<file path="src/hw/sdSpiDefs.svh">
// shared widths and bit positions; the control word sits in the low 32 bits of the 64-bit bus word
`ifndef SD_SPI_DEFS_SVH
`define SD_SPI_DEFS_SVH

// bus widths
`define DATA_W 64
`define ADDR_W 32
`define SELF_W 12

// register offsets, taken from address bits 3:2
`define REG_CTRL 2'd0
`define REG_DATA 2'd1
`define REG_QUEUE 2'd2

// control word bits
`define CTRL_CS 0
// start one byte on write, busy flag on read
`define CTRL_XMIT1 1
`define CTRL_XMIT8 5
// clock divider field
`define CTRL_DIV 31:24

// reload count is {2'b00, divider, DIV_LOW_BITS}
`define DIV_W 14
`define DIV_LOW_BITS 4'hA

// bytes per burst
`define BURST_BYTES 8

`endif

</file>
<file path="src/hw/sdSpiPkg.sv">
// only bits 3 (read) and 4 (write) of an operation are decoded; the size bits are ignored
package sdSpiPkg;

	// response code returned on mmioOK
	// ready when idle or not addressed
	// hold while the request is still in progress
	// ok once the request has completed
	typedef enum logic [1:0]
	{
		ready = 2'b00,
		ok = 2'b01,
		hold = 2'b10
	} mmioOk;

	// bus operation code
	// low bits carry the access size, which this block does not look at
	typedef enum logic [4:0]
	{
		opNone = 5'b00000,
		opRead = 5'b01011,
		opWrite = 5'b10011
	} mmioOp;

	// decoded operation bits
	localparam int opReadBit = 3;
	localparam int opWriteBit = 4;

endpackage

</file>
<file path="src/hw/spiEngineIf.sv">
// start is a one-cycle pulse issued only while busy is low; rxByte holds from done until the next start
`timescale 1ns/1ns
`include "sdSpiDefs.svh"

interface spiEngineIf;

	// host side to engine
	logic start;
	logic [7:0] txByte;
	logic [`DIV_W-1:0] divReload;
	logic csLevel;

	// engine side back to host
	logic busy;
	logic [7:0] rxByte;
	logic done;

	// register block view
	modport host
	(
		output start, txByte, divReload, csLevel,
		input busy, rxByte, done
	);

	// bit engine view
	modport engine
	(
		input start, txByte, divReload, csLevel,
		output busy, rxByte, done
	);

endinterface

</file>
<file path="src/hw/mmioSpiRegs.sv">
// master holds each request until ok and idles a cycle between requests; a new start needs a read first
`timescale 1ns/1ns
`include "sdSpiDefs.svh"

module mmioSpiRegs
	import sdSpiPkg::*;
(
	input logic clock,
	input logic reset,
	input logic [`DATA_W-1:0] mmioInData,
	output logic [`DATA_W-1:0] mmioOutData,
	input logic [`ADDR_W-1:0] mmioAddr,
	input mmioOp mmioOpm,
	output mmioOk mmioOK,
	input logic [`SELF_W-1:0] mmioSelfAddr,
	spiEngineIf.host engine
);

	// registered bus request
	logic [`DATA_W-1:0] inData;
	logic [`ADDR_W-1:0] addr;
	logic [4:0] opm;

	// registered response
	logic [`DATA_W-1:0] outData;
	mmioOk okReg;

	// programmer visible state
	logic [31:0] ctrlReg;
	logic [`DATA_W-1:0] sendQ;
	logic [`DATA_W-1:0] recvQ;
	logic [7:0] txReg;

	// sequencing
	logic [3:0] byteCnt;
	logic startReg;
	logic latchWr;
	logic xmitDeb;

	// decode and next response
	logic selfSel;
	logic rdSel;
	logic wrSel;
	logic [1:0] regOff;
	logic xferBusy;
	mmioOk respOk;
	logic [`DATA_W-1:0] respData;
	logic wrApply;
	logic rdClear;

	// device select from the registered address
	assign selfSel = (addr[27:16] == 12'h000) && (addr[15:4] == mmioSelfAddr);
	assign rdSel = selfSel && opm[opReadBit];
	assign wrSel = selfSel && opm[opWriteBit];
	assign regOff = addr[3:2];

	// covers the start pulse, the engine run and the gaps inside a burst
	assign xferBusy = startReg || engine.busy || (byteCnt != 4'd0);

	always_comb
	begin
		respOk = ready;
		respData = '0;
		wrApply = 1'b0;
		rdClear = 1'b0;
		if (rdSel)
		begin
			// any read re-arms the start debounce
			rdClear = 1'b1;
			respOk = ok;
			case (regOff)
				`REG_CTRL:
				begin
					respData = {32'h0, ctrlReg};
					respData[`CTRL_XMIT1] = xferBusy;
				end
				`REG_DATA:
				begin
					// received byte only once the transfer is over
					if (xferBusy)
						respOk = hold;
					else
						respData = {56'h0, engine.rxByte};
				end
				`REG_QUEUE:
					respData = recvQ;
				default:
					respData = '0;
			endcase
		end
		else if (wrSel)
		begin
			// second cycle of an applied write
			if (latchWr)
				respOk = ok;
			// wait for the transfer to finish
			else if (xferBusy)
				respOk = hold;
			else
			begin
				respOk = hold;
				wrApply = 1'b1;
			end
		end
	end

	always_ff @(posedge clock)
	begin
		inData <= mmioInData;
		addr <= mmioAddr;
		outData <= respData;
		if (reset)
		begin
			opm <= opNone;
			okReg <= ready;
			ctrlReg <= 32'h0000_0001;
			byteCnt <= 4'd0;
			startReg <= 1'b0;
			latchWr <= 1'b0;
			xmitDeb <= 1'b0;
		end
		else
		begin
			opm <= mmioOpm;
			okReg <= respOk;
			startReg <= 1'b0;
			// stays set while the same write is still presented
			latchWr <= wrSel && (latchWr || wrApply);
			if (rdClear)
				xmitDeb <= 1'b0;
			if (wrApply)
			begin
				case (regOff)
					`REG_CTRL:
					begin
						ctrlReg <= inData[31:0];
						// single byte wins over burst
						if (!xmitDeb && inData[`CTRL_XMIT1])
						begin
							startReg <= 1'b1;
							xmitDeb <= 1'b1;
						end
						else if (!xmitDeb && inData[`CTRL_XMIT8])
						begin
							startReg <= 1'b1;
							xmitDeb <= 1'b1;
							byteCnt <= 4'(`BURST_BYTES);
							txReg <= sendQ[7:0];
						end
					end
					`REG_DATA:
						txReg <= inData[7:0];
					`REG_QUEUE:
						sendQ <= inData;
					default:
						;
				endcase
			end
			// burst step on each finished byte
			if (engine.done && (byteCnt != 4'd0))
			begin
				sendQ <= {8'hFF, sendQ[`DATA_W-1:8]};
				recvQ <= {engine.rxByte, recvQ[`DATA_W-1:8]};
				byteCnt <= byteCnt - 4'd1;
				// next byte goes out one cycle after done
				if (byteCnt != 4'd1)
				begin
					startReg <= 1'b1;
					txReg <= sendQ[15:8];
				end
			end
		end
	end

	// engine side
	assign engine.start = startReg;
	assign engine.txByte = txReg;
	assign engine.divReload = {2'b00, ctrlReg[`CTRL_DIV], `DIV_LOW_BITS};
	assign engine.csLevel = ctrlReg[`CTRL_CS];

	// bus side
	assign mmioOutData = outData;
	assign mmioOK = okReg;

endmodule

</file>
<file path="src/hw/spiBitEngine.sv">
// SPI mode 0, MSB first, one byte per start; divReload is taken at start and must be at least 2
`timescale 1ns/1ns
`include "sdSpiDefs.svh"

module spiBitEngine
(
	input logic clock,
	input logic reset,
	input logic spiMiso,
	output logic spiSclk,
	output logic spiMosi,
	output logic spiCs,
	spiEngineIf.engine link
);

	// bit timing
	logic [`DIV_W-1:0] reload;
	logic [`DIV_W-1:0] divCnt;
	logic [`DIV_W-1:0] divHalf;
	// periods still to run after the current one
	logic [2:0] bitsLeft;

	// data path
	logic [7:0] txShift;
	logic [7:0] rxShift;
	logic misoSync;

	// registered pins and status
	logic sclkReg;
	logic mosiReg;
	logic csReg;
	logic busyReg;
	logic doneReg;

	// rising point inside a bit period
	assign divHalf = {1'b0, reload[`DIV_W-1:1]};

	// one stage towards the clock domain
	always_ff @(posedge clock)
	begin
		misoSync <= spiMiso;
	end

	always_ff @(posedge clock)
	begin
		if (reset)
		begin
			busyReg <= 1'b0;
			doneReg <= 1'b0;
			bitsLeft <= 3'd0;
			divCnt <= '0;
			sclkReg <= 1'b0;
			mosiReg <= 1'b1;
			csReg <= 1'b1;
		end
		else
		begin
			doneReg <= 1'b0;
			csReg <= link.csLevel;
			if (!busyReg)
			begin
				// first period begins on the start edge
				if (link.start)
				begin
					busyReg <= 1'b1;
					reload <= link.divReload;
					divCnt <= link.divReload;
					sclkReg <= 1'b0;
					mosiReg <= link.txByte[7];
					txShift <= {link.txByte[6:0], 1'b0};
					bitsLeft <= 3'd7;
				end
			end
			else if (divCnt != '0)
			begin
				divCnt <= divCnt - 1'b1;
				// SCLK rises and MISO is taken
				if (divCnt == divHalf)
				begin
					sclkReg <= 1'b1;
					rxShift <= {rxShift[6:0], misoSync};
				end
			end
			else if (bitsLeft != 3'd0)
			begin
				// period boundary, SCLK falls with the new MOSI bit
				divCnt <= reload;
				sclkReg <= 1'b0;
				mosiReg <= txShift[7];
				txShift <= {txShift[6:0], 1'b0};
				bitsLeft <= bitsLeft - 3'd1;
			end
			else
			begin
				// eighth period over
				busyReg <= 1'b0;
				doneReg <= 1'b1;
				sclkReg <= 1'b0;
			end
		end
	end

	// status back to the register block
	assign link.busy = busyReg;
	assign link.done = doneReg;
	assign link.rxByte = rxShift;

	// pins
	assign spiSclk = sclkReg;
	assign spiMosi = mosiReg;
	assign spiCs = csReg;

endmodule

</file>
<file path="src/hw/sdSpiTop.sv">
// one card on one chip select; no command framing, interrupt or DMA, bus and pins are plain ports
`timescale 1ns/1ns
`include "sdSpiDefs.svh"

module sdSpiTop
	import sdSpiPkg::*;
(
	input logic clock,
	input logic reset,
	// memory mapped bus
	input logic [`DATA_W-1:0] mmioInData,
	output logic [`DATA_W-1:0] mmioOutData,
	input logic [`ADDR_W-1:0] mmioAddr,
	input mmioOp mmioOpm,
	output mmioOk mmioOK,
	input logic [`SELF_W-1:0] mmioSelfAddr,
	// card pins
	output logic spiSclk,
	output logic spiMosi,
	output logic spiCs,
	input logic spiMiso
);

	// link between register block and bit engine
	spiEngineIf engineLink ();

	// bus front end and transfer sequencing
	mmioSpiRegs regs0
	(
		.clock(clock),
		.reset(reset),
		.mmioInData(mmioInData),
		.mmioOutData(mmioOutData),
		.mmioAddr(mmioAddr),
		.mmioOpm(mmioOpm),
		.mmioOK(mmioOK),
		.mmioSelfAddr(mmioSelfAddr),
		.engine(engineLink.host)
	);

	// serial clock, data and chip select
	spiBitEngine engine0
	(
		.clock(clock),
		.reset(reset),
		.spiMiso(spiMiso),
		.spiSclk(spiSclk),
		.spiMosi(spiMosi),
		.spiCs(spiCs),
		.link(engineLink.engine)
	);

endmodule

</file>
<file path="config.mk">
export PLATFORM = sky130hd
export DESIGN_NAME = sdSpiTop
export DESIGN_NICKNAME = d
export VERILOG_FILES = /design/src/hw/sdSpiPkg.sv /design/src/hw/spiEngineIf.sv /design/src/hw/mmioSpiRegs.sv /design/src/hw/spiBitEngine.sv /design/src/hw/sdSpiTop.sv
export VERILOG_INCLUDE_DIRS = /design/src /design/src/hw
export SDC_FILE = /design/constraint.sdc
export NUM_CORES = 1
export LEC_CHECK = 0
export ABC_AREA = 1
export BUFFER_PORTS_ARGS = -buffer_cell sky130_fd_sc_hd__buf_2
export CAP_MARGIN = 20
export CORE_MARGIN = 2
export CORE_UTILIZATION = 33
export DETAILED_ROUTE_END_ITERATION = 8
export PLACE_DENSITY = 0.57
export SLEW_MARGIN = 20
export SYNTH_ARGS = -nofsm -noshare
export SYNTH_HDL_FRONTEND = slang
export SYNTH_HIERARCHICAL = 1
export SYNTH_SLANG_ARGS = --single-unit
</file>
<file path="constraint.sdc">
create_clock -name clock -period 20.3 [get_ports clock]
set_input_delay 2.03 -clock clock [delete_from_list [all_inputs] [get_ports clock]]
set_output_delay 2.03 -clock clock [all_outputs]
set_load 0.1 [all_outputs]
</file>
==> flow_summary.toml, run 1 <==
[run_status]
status = "complete, no violations"

[timing]
drv_slew = 0
slew_headroom_pct = 39.5
period_share_pct = 21.5
setup_violations = 0
rsz0062_at_grt = "no"
max_freq_mhz = 229
tightestPinTransition_ps = 907
layout_min_cycle_time_ps = 4370
fin_tns_setup_ps = 0
hold_violations = 0
whs_ps = 410
fin_skew_ps = 14.8

[clock_tree]
clk_pin_slew_ps = 60
cts_setup_buffers = 0
clockRootBuffer = "clkbuf_16"
cts_sinks = 384
numCtsBuffers = 41
cts-hold-fix-buffers = 0
cts_resized = 0
htreeDepth = 2
clock_latency_ps = 560
clk_path_buf_depth = 3
cts_tree = "yes"

[critical_path]
path_cells = "buf_2 -> inv_1 -> nand2_1 -> nand2_1 -> nor2_1 -> nand2_1 -> nor2_4 -> nand3_2 -> buf_4 -> nand2_1 -> inv_2 -> nand2_1 -> o31ai_4 -> buf_4"
slowest_delay_ps = 680
critPathLaunchType = "input pin"
r2r_end = "regs0/engine.txByte[7]"
crit_slowest_cell = "buf_4"
r2r_start = "regs0/byteCnt[0]"
worstPathArrival_ps = 4540
reg2reg_depth = 11
worst_setup_path_end_kind = "register"
critical_path_class = "input pin to register"
cp.required_ps = 20480
critical_path.max_fanout = 68
cp-endpoint = "regs0/sendQ[58]"
cpMostUsedCell = "nand2_1"
critPathLaunch = "mmioSelfAddr[1]"
reg2reg_slack_ps = 17190

[die]
num_io_pins = 185
die_w_um = 209
dieArea_um2 = 43800
die_h_um = 209
placementRows = 75
coreArea_um2 = 41800
start_util_pct = 33.3

[synthesis]
ys_ff_latch = 384
synth_cell_types = 38
yosysSeqAreaShare_pct = 67.2
synth.avg_cell_area_um2 = 9.86
ys_warn_count = 6
syn_inst = 1409
yosys.area.top_type = "edfxtp_1"
synth_top_area_share_pct = 35.7
ys_top_cells_by_area = "edfxtp_1 (36%), dfxtp_1 (32%), nand2_1 (13%)"
syn_area_um2 = 13900

[grt]
grt_pass1_vias = 9309
gr-total-overflow = 0
grt_max_degree = 73
grt_pass1_wl_mm = 50.3
antenna_found_initial = 1
grt_usage_pct = 14.8

[layout]
final_area_um2 = 16500
area_growth_pct = 19.1
drive_above_1_share_pct = 19.3
layout_common_cells = "nand2_1 (470), dfxtp_1 (219), buf_2 (175)"
layout_commonest_cell = "nand2_1"
nets = 1696
num_antenna_cells = 0

[drt]
dr_total_vias = 9592
post_drt_wl_per_cell_um = 14.9
via_per_inst = 4.47
wl_mm = 32.0
dr.pass1.iters = 5
drc_errors = 0
drt-initial-drc-count = 681
ant_nets = 0

[worst_hold_path]
hp-class = "register to register"

[run]
drv_cap = 0

[pwr]
p_leak_nw = 7.02
peakVddDrop_uv = 107
power-per-cell-area_nw_per_um2 = 95.9

[place]
routabilityCongestion = 0.786
postPlaceCellArea_um2 = 15200
hpwl_mm = 21.7
portBuffers = 175
[synth_stat cells]
cell      instances
or2_2            12
a21oi_2           6
o211ai_1          1
nor3_1            5
buf_6             7
buf_4            15
a32oi_1           3
dfxtp_1         219
nor2_8            2
nand2_1         471
clkbuf_1         36
inv_1            82
clkbuf_2          1
ha_1              5
nor3_4            1
nand2_4           3
nand3_4           2
edfxtp_1        165
nor2_1          158
buf_1             4
nand3b_1          3
o22ai_1           1
buf_2             4
xor2_1            6
o21ai_1          21
o31ai_1           2
a21oi_1          45
xnor2_1           3
inv_2             6
nand2_2           9
nand3_1          47
nor2_4            3
a31oi_1           6
o21ai_0          37
nor2_2            5
nand4_1           8
nand3_2           3
conb_1            2
[per-layer routing]
metal	track usage, %	vias up	wire length [µm]
met2	23.8	250	14700
li1	-	4844	-
met5	0	-	0
met4	4.16	0	540
met1	20.1	4458	14800
met3	3.37	40	1960
[per-stage QoR]
stage	instances	util (%)	total power, W	worst slack, ps
5_1_grt	2147	39.6	0.00165	15610
4_1_cts	2147	39.6	0.00161	15890
2_1_floorplan	1413	-	0.000853	12080
3_5_place_dp	2071	36.4	0.000872	15310
3_3_place_gp	2071	36.4	0.000872	15320
6_report	2147	39.6	0.00159	15930
[power breakdown]
| group | total [W] | switching (W) | leakage, nW | internal, W |
|---|---|---|---|---|
| clock | 0.000731 | 0.000307 | 0.674 | 0.000424 |
| combinational | 0.0000355 | 0.0000199 | 3.05 | 0.0000157 |
| sequential | 0.000820 | 0.00000680 | 3.29 | 0.000813 |
[logic make-up after synthesis]
group / count (synthesis) / synth area share (%)
and+or+nand+nor: 732 / 21.9
DFF: 384 / 67.2
buffers and inverters: 155 / 5.02
AOI/OAI and AO/OA: 122 / 4.76
xor gates and xnor gates: 9 / 0.567
adders and majority gates: 5 / 0.450
other: 2 / 0.0541
[worst min path at each step]
stage               slack [ps]        startpoint                      to  cells past startpoint
floorplan                  390  engine0/misoSync  engine0/link.rxByte[0]                      0
global placement           400  engine0/misoSync  engine0/link.rxByte[0]                      0
CTS                        410  engine0/misoSync  engine0/link.rxByte[0]                      0
global route               420  engine0/misoSync  engine0/link.rxByte[0]                      0
detailed placement         410  engine0/misoSync  engine0/link.rxByte[0]                      0
finish                     410  engine0/misoSync  engine0/link.rxByte[0]                      0
[flip-flops by register name, summed over array words and instances (netlist names), 2 cells and up]
signal	count
regs0/inData	64
regs0/mmioOutData	64
regs0/recvQ	64
regs0/sendQ	64
regs0/ctrlReg	31
regs0/addr	26
engine0/divCnt	14
engine0/reload	14
engine0/link.rxByte	8
regs0/engine.txByte	8
engine0/txShift	7
regs0/byteCnt	4
engine0/bitsLeft	3
regs0/mmioOK	2
regs0/opm	2
[critical path: cells and delay by family]
kind | cells | cell delay [ps]
AO/OA/AOI/OAI | 1 | 180
AND/OR/NAND/NOR | 8 | 630
buffers and inverters | 5 | 1650
[cell type report]
type                    count  area (µm²)
fillers                  4145       25200
flip-flops and latches    384        9340
multi-input cells         874        3890
clock buffers              56        1220
repair buffers            186         958
well taps                 539         674
inverters                  88         330
clock inverters            20         128
No activity file was read; power rests on OpenSTA's default activity.
==> run 2, diff against run 1 <==
- clock period: 20.3 -> 4.1 ns (I/O delays scaled with it)
==> flow_summary.toml, run 2 (synthesis gave the netlist of run 1 again) <==
[run_status]
status = "complete, no violations"

[die]
die_w_um = 209
coreArea_um2 = 41800
num_io_pins = 185
start_util_pct = 33.3
dieArea_um2 = 43800
die_h_um = 209
placementRows = 75

[layout]
final_cells = 2236
drive_above_1_share_pct = 18.0
num_antenna_cells = 0
nets = 1786
layout_commonest_cell = "nand2_1"
area_growth_pct = 26.2
nFillCells = 3950
layout_common_cells = "nand2_1 (470), dfxtp_1 (219), buf_2 (175)"

[clock_tree]
clock_latency_ps = 550
clk_path_buf_depth = 3
cts-hold-fix-buffers = 91
cts_resized = 0
cts_tree = "yes"
clockRootBuffer = "clkbuf_16"
numCtsBuffers = 41
clk_pin_slew_ps = 60
cts_sinks = 384
cts_setup_buffers = 0
htreeDepth = 2

[timing]
tightestPinTransition_ps = 902
slew_headroom_pct = 39.9
drv_slew = 0
fin_skew_ps = 18.9
whs_ps = 65.8
setup_violations = 0
hold_violations = 0
rsz0062_at_grt = "no"
fin_tns_setup_ps = 0
max_freq_mhz = 353
layout_min_cycle_time_ps = 2830
period_share_pct = 69.0

[place]
hpwl_mm = 21.8
routabilityCongestion = 0.823
placed_cells = 2070
portBuffers = 175

[critical_path]
worst_setup_path_end_kind = "register"
path_cells = "inv_1 -> ha_1 -> nand3_1 -> nor3_4 -> nand2_1 -> inv_2 -> nand3_4 -> inv_2 -> nand2_1 -> a21oi_1"
crit_slowest_cell = "inv_2"
critPathTopFamily = "simple AND/OR/NAND/NOR gates"
critical_path_class = "register to register"
worstPathArrival_ps = 3310
critical_path.max_fanout = 33
path_buf_inv = 3
slowest_delay_ps = 520
critPathLaunchType = "register"
cp.required_ps = 4580

[run]
drv_cap = 0

[pwr]
peakVddDrop_uv = 362
power-per-cell-area_nw_per_um2 = 466
p_leak_nw = 7.42

[drt]
drc_errors = 0
wl_mm = 33.1
drt-initial-drc-count = 616
post_drt_wl_per_cell_um = 14.8
via_per_inst = 4.47
dr_total_vias = 9997
dr.pass1.iters = 5
ant_nets = 0

[worst_hold_path]
hp-class = "input pin to register"

[grt]
gr-total-overflow = 0
grt_max_degree = 68
grt_pass1_vias = 9924
grt_usage_pct = 15.3
grt_pass1_wl_mm = 52.4
antenna_found_initial = 0
run 2: where the power goes:
part	internal (W)	leakage (nW)	switching, W
logic	0.000134	3.43	0.000112
clock network	0.00237	0.703	0.00149
registers	0.00402	3.29	0.0000344
total	0.00653	7.42	0.00164
run 2: cell type report:
class	instances	area [µm²]	area share, %
clock buffer	56	1160	6.64
clock inverter	19	254	1.45
inverter	88	332	1.89
multi-input combinational	874	3890	22.2
sequential	384	9340	53.3
tap	539	674	3.85
timing repair buffer	276	1870	10.7
run 2: worst register-to-register path: stages (launching register included):
cell	delay, ps
dfxtp_1	340
inv_1	90
ha_1	190
nand3_1	180
nor3_4	430
nand2_1	130
inv_2	230
nand3_4	320
inv_2	530
nand2_1	160
a21oi_1	170
run 2: routing by layer:
metal / track usage (%) / part of all wire, %
met1: 20.5 / 46
met2: 25.3 / 47
met3: 2.89 / 5.3
met4: 4.51 / 2.0
met5: 0 / 0
run 2: worst paths after layout:
path                          from                      to  slack (ps)  cells after the start
setup / recovery  regs0/byteCnt[0]           regs0/xmitDeb        1270                     10
hold reg to reg   engine0/misoSync  engine0/link.rxByte[0]         420                      0
hold / removal          mmioOpm[4]            regs0/opm[4]          70                      3
setup reg to reg  regs0/byteCnt[0]           regs0/xmitDeb        1270                     10
run 2: stage by stage:
stage,power [W],worst slack [ps],cell area (µm²),util [%]
2_1_floorplan,0.00423,597,13900,-
3_3_place_gp,0.00432,1280,15200,36.4
3_5_place_dp,0.00432,1260,15200,36.4
4_1_cts,0.00827,1240,17500,42.0
5_1_grt,0.00845,895,17500,42.0
6_report,0.00817,1270,17500,42.0
